[src/schedTypes.sv]
package schedTypes;

    // Core sizes
    localparam int PHYS_REG_NUM   = 32;
    localparam int PREG_WIDTH     = 5;
    localparam int DISPATCH_WIDTH = 2;
    localparam int SRC_OP_NUM     = 2;
    localparam int WAKEUP_WIDTH   = 2;

    // Ready table port counts
    localparam int READY_WRITE_NUM = WAKEUP_WIDTH + DISPATCH_WIDTH;
    localparam int READY_READ_NUM  = DISPATCH_WIDTH * SRC_OP_NUM;

    typedef logic [PREG_WIDTH-1:0] PRegNum;

    // One micro-op as seen by dispatch
    typedef struct packed {
        logic                    valid;
        logic                    dstValid;
        PRegNum                  dst;
        logic [SRC_OP_NUM-1:0]   srcValid;
        PRegNum [SRC_OP_NUM-1:0] src;
    } DispatchOp;

    typedef DispatchOp [DISPATCH_WIDTH-1:0] DispatchGroup;

    // Micro-op annotated with source readiness for the issue queue
    typedef struct packed {
        DispatchOp             op;
        logic [SRC_OP_NUM-1:0] srcReady;
    } IssueOp;

    typedef IssueOp [DISPATCH_WIDTH-1:0] IssueGroup;

    // Result broadcast from the execution side
    typedef struct packed {
        logic   valid;
        PRegNum dst;
    } WakeupLane;

    typedef WakeupLane [WAKEUP_WIDTH-1:0] WakeupBus;

endpackage

[src/multiPortRam.sv]
`timescale 1ns/10ps

module multiPortRam #(
    parameter int ENTRY_NUM = 32,
    parameter int READ_NUM  = 4,
    parameter int WRITE_NUM = 4
) (
    input  logic                                         clk,
    input  logic [WRITE_NUM-1:0]                         we,
    input  logic [WRITE_NUM-1:0][$clog2(ENTRY_NUM)-1:0]  wa,
    input  logic [WRITE_NUM-1:0]                         wv,
    input  logic [READ_NUM-1:0][$clog2(ENTRY_NUM)-1:0]   ra,
    output logic [READ_NUM-1:0]                          rv
);

    // One bit per entry, held in flops
    logic mem [ENTRY_NUM];

    // Ports are visited in order, so the highest enabled port lands last
    always_ff @(posedge clk) begin
        for (int i = 0; i < WRITE_NUM; i++) begin
            if (we[i]) begin
                mem[wa[i]] <= wv[i];
            end
        end
    end

    // Reads are asynchronous and see the contents before this edge
    always_comb begin
        for (int i = 0; i < READ_NUM; i++) begin
            rv[i] = mem[ra[i]];
        end
    end

endmodule

[src/readyInitSequencer.sv]
`timescale 1ns/10ps

module readyInitSequencer (
    input  logic               clk,
    input  logic               rst,
    output schedTypes::PRegNum initIndex,
    output logic               initBusy
);

    import schedTypes::*;

    logic sweepDone;

    // Reset clears the done flag, which arms a fresh sweep from entry 0
    always_ff @(posedge clk) begin
        if (rst) begin
            initIndex <= '0;
            sweepDone <= 1'b0;
        end else if (!sweepDone) begin
            initIndex <= initIndex + 1'b1;
            if (initIndex == PRegNum'(PHYS_REG_NUM - 1)) begin
                sweepDone <= 1'b1;
            end
        end
    end

    // Busy from the first cycle after reset until the last entry is written
    assign initBusy = !sweepDone && !rst;

endmodule

[src/readyBitTable.sv]
`timescale 1ns/10ps

module readyBitTable (
    input  logic                     clk,
    input  schedTypes::PRegNum       initIndex,
    input  logic                     initBusy,
    input  schedTypes::WakeupBus     wakeup,
    input  logic                     dispatchFire,
    input  schedTypes::DispatchGroup group,
    output logic [schedTypes::DISPATCH_WIDTH-1:0][schedTypes::SRC_OP_NUM-1:0] lookupReady
);

    import schedTypes::*;

    logic   [READY_WRITE_NUM-1:0] readyWe;
    PRegNum [READY_WRITE_NUM-1:0] readyWa;
    logic   [READY_WRITE_NUM-1:0] readyWv;
    PRegNum [READY_READ_NUM-1:0]  readyRa;
    logic   [READY_READ_NUM-1:0]  readyRv;

    multiPortRam #(
        .ENTRY_NUM (PHYS_REG_NUM),
        .READ_NUM  (READY_READ_NUM),
        .WRITE_NUM (READY_WRITE_NUM)
    ) readyRam (
        .clk (clk),
        .we  (readyWe),
        .wa  (readyWa),
        .wv  (readyWv),
        .ra  (readyRa),
        .rv  (readyRv)
    );

    // Write ports. Wakeups set on the low ports, dispatch clears on the
    // high ports so that a clear overrides a set of the same register
    always_comb begin
        for (int i = 0; i < WAKEUP_WIDTH; i++) begin
            readyWa[i] = wakeup[i].dst;
            readyWv[i] = 1'b1;
            readyWe[i] = wakeup[i].valid && !initBusy;
        end

        for (int i = 0; i < DISPATCH_WIDTH; i++) begin
            readyWa[WAKEUP_WIDTH + i] = group[i].dst;
            readyWv[WAKEUP_WIDTH + i] = 1'b0;
            readyWe[WAKEUP_WIDTH + i] = dispatchFire && group[i].valid &&
                                        group[i].dstValid && !initBusy;
        end

        // Sweep borrows port 0 while everything else is held off
        if (initBusy) begin
            readyWa[0] = initIndex;
            readyWv[0] = 1'b1;
            readyWe[0] = 1'b1;
        end
    end

    // Each lane and source has its own read port
    always_comb begin
        for (int i = 0; i < DISPATCH_WIDTH; i++) begin
            for (int j = 0; j < SRC_OP_NUM; j++) begin
                readyRa[i*SRC_OP_NUM + j] = group[i].src[j];
            end
        end
    end

    // Source lookup with same-cycle bypasses
    always_comb begin
        for (int i = 0; i < DISPATCH_WIDTH; i++) begin
            for (int j = 0; j < SRC_OP_NUM; j++) begin
                if (!group[i].srcValid[j]) begin
                    lookupReady[i][j] = 1'b1;
                end else begin
                    lookupReady[i][j] = readyRv[i*SRC_OP_NUM + j];

                    // A result arriving now is already usable
                    for (int k = 0; k < WAKEUP_WIDTH; k++) begin
                        if (wakeup[k].valid && wakeup[k].dst == group[i].src[j]) begin
                            lookupReady[i][j] = 1'b1;
                        end
                    end

                    // An older lane in the group is about to overwrite this register
                    for (int k = 0; k < i; k++) begin
                        if (group[k].valid && group[k].dstValid &&
                            group[k].dst == group[i].src[j]) begin
                            lookupReady[i][j] = 1'b0;
                        end
                    end
                end
            end
        end
    end

endmodule

[src/dispatchStage.sv]
`timescale 1ns/10ps

module dispatchStage (
    input  logic                     clk,
    input  logic                     rst,
    input  logic                     initBusy,
    input  schedTypes::DispatchGroup inGroup,
    input  logic                     inValid,
    output logic                     inReady,
    input  schedTypes::WakeupBus     wakeup,
    input  logic [schedTypes::DISPATCH_WIDTH-1:0][schedTypes::SRC_OP_NUM-1:0] lookupReady,
    output logic                     dispatchFire,
    output schedTypes::IssueGroup    outGroup,
    output logic                     outValid,
    input  logic                     outReady
);

    import schedTypes::*;

    IssueGroup heldGroup;

    // Single register stage, full throughput once the table is swept
    assign inReady      = !rst && !initBusy && (!outValid || outReady);
    assign dispatchFire = inValid && inReady;

    // Held group picks up wakeups that arrive while it waits downstream
    always_comb begin
        heldGroup = outGroup;
        for (int i = 0; i < DISPATCH_WIDTH; i++) begin
            for (int j = 0; j < SRC_OP_NUM; j++) begin
                for (int k = 0; k < WAKEUP_WIDTH; k++) begin
                    if (wakeup[k].valid && wakeup[k].dst == outGroup[i].op.src[j]) begin
                        heldGroup[i].srcReady[j] = 1'b1;
                    end
                end
            end
        end
    end

    always_ff @(posedge clk) begin
        if (rst) begin
            outValid <= 1'b0;
        end else if (dispatchFire) begin
            outValid <= 1'b1;
        end else if (outReady) begin
            outValid <= 1'b0;
        end
    end

    // Op fields stay fixed until the next acceptance
    always_ff @(posedge clk) begin
        if (dispatchFire) begin
            for (int i = 0; i < DISPATCH_WIDTH; i++) begin
                outGroup[i].op       <= inGroup[i];
                outGroup[i].srcReady <= lookupReady[i];
            end
        end else begin
            outGroup <= heldGroup;
        end
    end

endmodule

[src/dispatchReadyTop.sv]
`timescale 1ns/10ps

module dispatchReadyTop (
    input  logic                     clk,
    input  logic                     rst,
    input  schedTypes::DispatchGroup inGroup,
    input  logic                     inValid,
    output logic                     inReady,
    input  schedTypes::WakeupBus     wakeup,
    output schedTypes::IssueGroup    outGroup,
    output logic                     outValid,
    input  logic                     outReady
);

    import schedTypes::*;

    PRegNum initIndex;
    logic   initBusy;
    logic   dispatchFire;
    logic   [DISPATCH_WIDTH-1:0][SRC_OP_NUM-1:0] lookupReady;

    readyInitSequencer initSeq (
        .clk       (clk),
        .rst       (rst),
        .initIndex (initIndex),
        .initBusy  (initBusy)
    );

    readyBitTable readyTable (
        .clk          (clk),
        .initIndex    (initIndex),
        .initBusy     (initBusy),
        .wakeup       (wakeup),
        .dispatchFire (dispatchFire),
        .group        (inGroup),
        .lookupReady  (lookupReady)
    );

    dispatchStage stage (
        .clk          (clk),
        .rst          (rst),
        .initBusy     (initBusy),
        .inGroup      (inGroup),
        .inValid      (inValid),
        .inReady      (inReady),
        .wakeup       (wakeup),
        .lookupReady  (lookupReady),
        .dispatchFire (dispatchFire),
        .outGroup     (outGroup),
        .outValid     (outValid),
        .outReady     (outReady)
    );

endmodule

[config.mk]
export PLATFORM = sky130hd
export DESIGN_NAME = dispatchReadyTop
export DESIGN_NICKNAME = d
export VERILOG_FILES = /design/src/schedTypes.sv /design/src/multiPortRam.sv /design/src/readyInitSequencer.sv /design/src/readyBitTable.sv /design/src/dispatchStage.sv /design/src/dispatchReadyTop.sv
export SDC_FILE = /design/constraint.sdc
export NUM_CORES = 1
export LEC_CHECK = 0
export ABC_CLOCK_PERIOD_IN_PS = 7900
export BUFFER_PORTS_ARGS = -buffer_cell sky130_fd_sc_hd__clkbuf_2
export CORE_MARGIN = 4
export CORE_UTILIZATION = 55
export CTS_BUF_LIST = sky130_fd_sc_hd__clkbuf_4 sky130_fd_sc_hd__clkbuf_8 sky130_fd_sc_hd__clkbuf_16
export DETAILED_ROUTE_END_ITERATION = 8
export MAX_ROUTING_LAYER = met4
export PLACE_DENSITY = 0.82
export SKIP_LAST_GASP = 1
export SLEW_MARGIN = 20
export SYNTH_ARGS = -nofsm -noshare
export SYNTH_HDL_FRONTEND = slang
export SYNTH_SLANG_ARGS = --single-unit
[constraint.sdc]
create_clock -name clk -period 7.9 [get_ports clk]
set_clock_uncertainty 0.2 [all_clocks]
set_input_delay 0.79 -clock clk [delete_from_list [all_inputs] [get_ports clk]]
set_output_delay 0.79 -clock clk [all_outputs]
set_load 0.03 [all_outputs]
# Word-level counts from Yosys, hierarchy flattened
# Memory sizes are Yosys's and may differ from the RTL's.
# Index checks and enable logic that the tools add are counted.
# totals
inputBits	54
wordCells	118
mem_count	1
out_inout_bits	44
ram_bits	32
latch_bits	0
regBits	49
rom_bits	0
# classes
n_div	0
multipliers	0
eq_ne	19
bitwise	0
n_mux	37
shift	0
order_cmp	0
add_sub_neg	1
n_reduce_logical	41
# memory_table
memory	words	word_bits	read_ports	rd_clocked_by_memory_dff	write_ports	line_no	rtl
readyTable.readyRam.mem	32	1	4	0	4	multiPortRam.sv:17	logic mem [ENTRY_NUM];
# ops
cell	n
$eq A5 B5 Y1	18
$mux W1	35
$logic_and A1 B1 Y1	31
$mux W23	1
$reduce_bool A3 Y1	4
$add A5 B1 Y5 const B	1
$eq A5 B5 Y1 const B	1
$mux W5	1
$logic_not A1 Y1	4
$reduce_bool A2 Y1	1
$logic_or A1 B1 Y1	1

# Depth between registers and ports, before layout
# depth
ltp_word	11
depth_mapped	8
ltp_nobuf	6

# Hierarchy
# From an unflattened synthesis, not the netlist that was laid out.
# unflattened
hier_cells	803
area_unflattened_um2	7155.6
# by_module_without_submodules
mod	cells_per_inst	seq_area_each_um2	n_inst	area_each_um2
multiPortRam	571	960.9	1	4329.2
dispatchStage	112	1281.2	1	1806.7
readyBitTable	95	0.0	1	748.2
readyInitSequencer	25	120.1	1	271.5

# Worst setup path before layout
# No wires, ideal clock.
# synth_timing
path_kind	input to register
startpoint	in rst
endpoint	mem readyTable.readyRam.mem[30]
path_stages	7
setup_ns	0.148
n_path_buf	1
arrival_ns	2.593
slack_ns	4.959
required_time_ns	7.552
path_cell_list	nand2b_1 -> or3b_1 -> buf_2 -> inv_2 -> nand3_4 -> nor3b_2 -> a221oi_1
# synth_lines
element	line_no	rtl
from (decl)	dispatchReadyTop.sv:5	input logic rst,
to (decl)	multiPortRam.sv:17	

==> impl_results.md <==
- Status: complete, no violations
- DRT Pass-1 Iters: 5
- H-tree levels: 3
- Reg power frac: between 40% and 50%
- P_int: approximately 860 uW
- WP data arrival: between 3000 and 4000 ps
- Mux share of post-synthesis cell area: roughly 17%
- WL met2: about 8400 microns
- Synth warnings: 0
- Cell Pwr Density: 190 nW/um^2
- Synth cell count leaders: 59 x xor2_1, 44 x a221oi_1, 42 x edfxtp_1
- # port buffers: 97
- Switching Share: a little under a third
- Post-route ant nets: 0
- Antenna Cells: 0
- Synth Net Count: between 600 and 700
- Seq/Total Area, Yosys: a little over a third
- CP Cell Sequence: clkbuf_2, nand2b_1, or3b_1, inv_2, buf_4, nand3_4, nor3b_2, a221oi_1
- Final hold violation count: 0
- Worst setup EP type: flop
- Ys async rst share: 0%
- Die width: around 110 microns
- Die Area: about 12000 sq um
- Setup Buffers After CTS: 0
- Layout cell share with drive strength beyond 1: approximately a quarter
- Worst Tran Pin Value: between 700 and 800 ps
- WL final: approximately 18000 microns
- Gate power share: between 20% and 30%
- Routed vias/inst: between 6 and 7
- Max Fclk: 285 MHz
- Layout Area Growth over Synthesis: 11.8%
- Crit path max fanout: 28
- Num ports: a little under 100
- Final worst path period need: between 3000 and 4000 ps
- Vias in the first global route: 5061
- Fin. max-slew vios: 0
- Top layer in use: met4
- CTS tree: yes
- Met1 wire length: between 7000 and 8000 microns
- Nets: roughly 670
- Maximum vdd drop: ~0.12 mV
- Net switching power: 388 uW
- Rel. slew slack: around half
- Slowest-stage cell, CP: or3b_1
- Global-route wire length before repair: 28500 microns
- CTS buffer count: 9
- Post-CTS resize count: 0
- Worst Setup SP: rst
- Routed len/inst: about 25 microns
- CP Class: in2reg
- Static Leak: 0.00241 uW
- Setup_tns: 0 ps
- Met3 Wirelength: between 1500 and 2000 microns
- CTS clk-pin slew, worst paths: approximately 90 ps
- HPWL after DPL: ~14000 microns
- Synthesized area: around 5900 sq um
- Synth Area in XOR/XNOR: 13.9%
- Syn Area/Cell: 10.7 sq um
- Largest net degree at the start of global routing: 29
- Hold Startpoint: initSeq.initIndex[3]
- Initial Util: between 50% and 60%
- Synth Area in Compound Gates: 12.8%
- Initial DRC count: about 580
- Clk network pwr share: roughly 29%
- Clk_lat worst skew: approximately 370 ps
- Top_reg_cell synth: edfxtp_1
- Synth Area in Adders: less than 1%
- Clk sinks: 81
- RSZ-0062 raised after global routing: false
- HP Class: reg2reg
- Initial antenna violation count: 0
- DRC: 0
- Origin of the critical flop-to-flop path: initSeq.sweepDone
- GR Overflow Total: 0
- Final worst path period share: 44.4%
- Slowest cell delay on critical path: 640 ps
- Yosys cell types: 57
- Minimum hold slack: ~400 ps
- Cts hold-fix bufs: 0
- Via count: slightly above 5000
- Root Buffer: clkbuf_8
- Startpoint Class: primary input
- Synth top area share: 21.5%
- Largest family of logic cells by synthesized area: multiplexers
- Post-Synth Simple-Gate Area: between 15 and 20%
- RD Place Congestion: approximately 0.97
- Gr usage total: 30.4%
- #FFs+latches synth: around 80
- Post-synth EDFFs: 42
- Floorplan row count: 37
- Req. time, crit path: slightly below 8000 ps
- Die height: between 100 and 150 microns
- Synth Instances: between 500 and 600
- Area leader, netlist: edfxtp_1
- # setup viols final: 0
- Max Root-Sink Buffers: 2
- Most frequent cell after synthesis: xor2_1
- Synth area leaders: edfxtp_1 22%, dfxtp_1 13%, xor2_1 8.8%
- Core area: approximately 10000 sq um
- Max Cap Violations: 0
[final cells by class]
cell class | instances | area (sq um)
clock buffers | 13 | 206
inverters | 10 | 37.5
clock inverters | 2 | 38.8
flip-flops and latches | 81 | 2040
fillers | 804 | 3780
repair buffers | 98 | 493
well taps | 136 | 170
multi-input cells | 410 | 3550
[registers in the layout, indices dropped and copies added (netlist names)]
signal,cells
initSeq.initIndex,5
initSeq.sweepDone,1
readyTable.readyRam.mem,32
stage.outGroup,42
stage.outValid,1
[through the flow]
stage / std cells / cell area (sq um) / util (%) / setup WS, ps / total power (uW)
3_3_place_gp: 735 / 6300 / 61.0 / 4130 / 866
3_5_place_dp: 735 / 6300 / 61.0 / 4050 / 879
2_1_floorplan: 549 / 5850 / - / 4960 / 772
5_1_grt: 750 / 6540 / 63.4 / 4180 / 1290
4_1_cts: 750 / 6540 / 63.4 / 4450 / 1240
6_report: 750 / 6540 / 63.4 / 4390 / 1240
[worst max-delay path, delay by kind of cell]
kind	cells	cell delay [ps]
AO/OA/AOI/OAI	1	150
AND/OR/NAND/NOR	4	1510
buffers and inverters	3	1040
[layer usage]
layer	GRT usage (%)	vias up
met5	-	-
li1	-	2271
met4	15.2	0
met1	40.2	2500
met3	4.37	67
met2	45.8	343
[cells by family (layout without fill, tap and decap cells)]
group,after synthesis,count (layout)
flops,81,81
xor+xnor,93,93
compound gates,91,91
mux,55,55
buf+inv,58,123
fa+ha+maj,2,2
simple gates,169,169
[final timing paths]
kind                            slack (ps)  cells past startpoint                     endpoint
worst max-delay path                  4390                      8  readyTable.readyRam.mem[30]
worst min-delay path                   400                      2         initSeq.initIndex[3]
worst max register to register        4500                      7  readyTable.readyRam.mem[30]
worst min register to register         400                      2         initSeq.initIndex[3]
[cells in the final DEF, fill, tap and decap left out, drive strengths merged, types with 5 or more instances in the layout]
cell / netlist / layout
a21oi: 13 / 13
a221oi: 44 / 44
and3: 7 / 7
clkbuf: 27 / 110
dfxtp: 39 / 39
edfxtp: 42 / 42
inv: 10 / 10
mux2: 8 / 8
mux2i: 19 / 19
mux4: 28 / 28
nand2: 20 / 20
nand3: 20 / 20
nand3b: 5 / 5
nand4: 7 / 7
nor2: 33 / 33
nor2b: 9 / 9
nor3: 14 / 14
nor3b: 9 / 9
nor4: 26 / 26
o32ai: 12 / 12
xnor2: 34 / 34
xor2: 59 / 59
[power groups by stage]
stage / Sequential (uW) / Combinational (uW) / Clock, uW
floorplan: 532 / 240 / 0
global placement: 563 / 303 / 0
detailed placement: 569 / 309 / 0
CTS: 559 / 313 / 365
global route: 569 / 338 / 381
finish: 567 / 317 / 361
No activity file was read; power rests on OpenSTA's default activity.
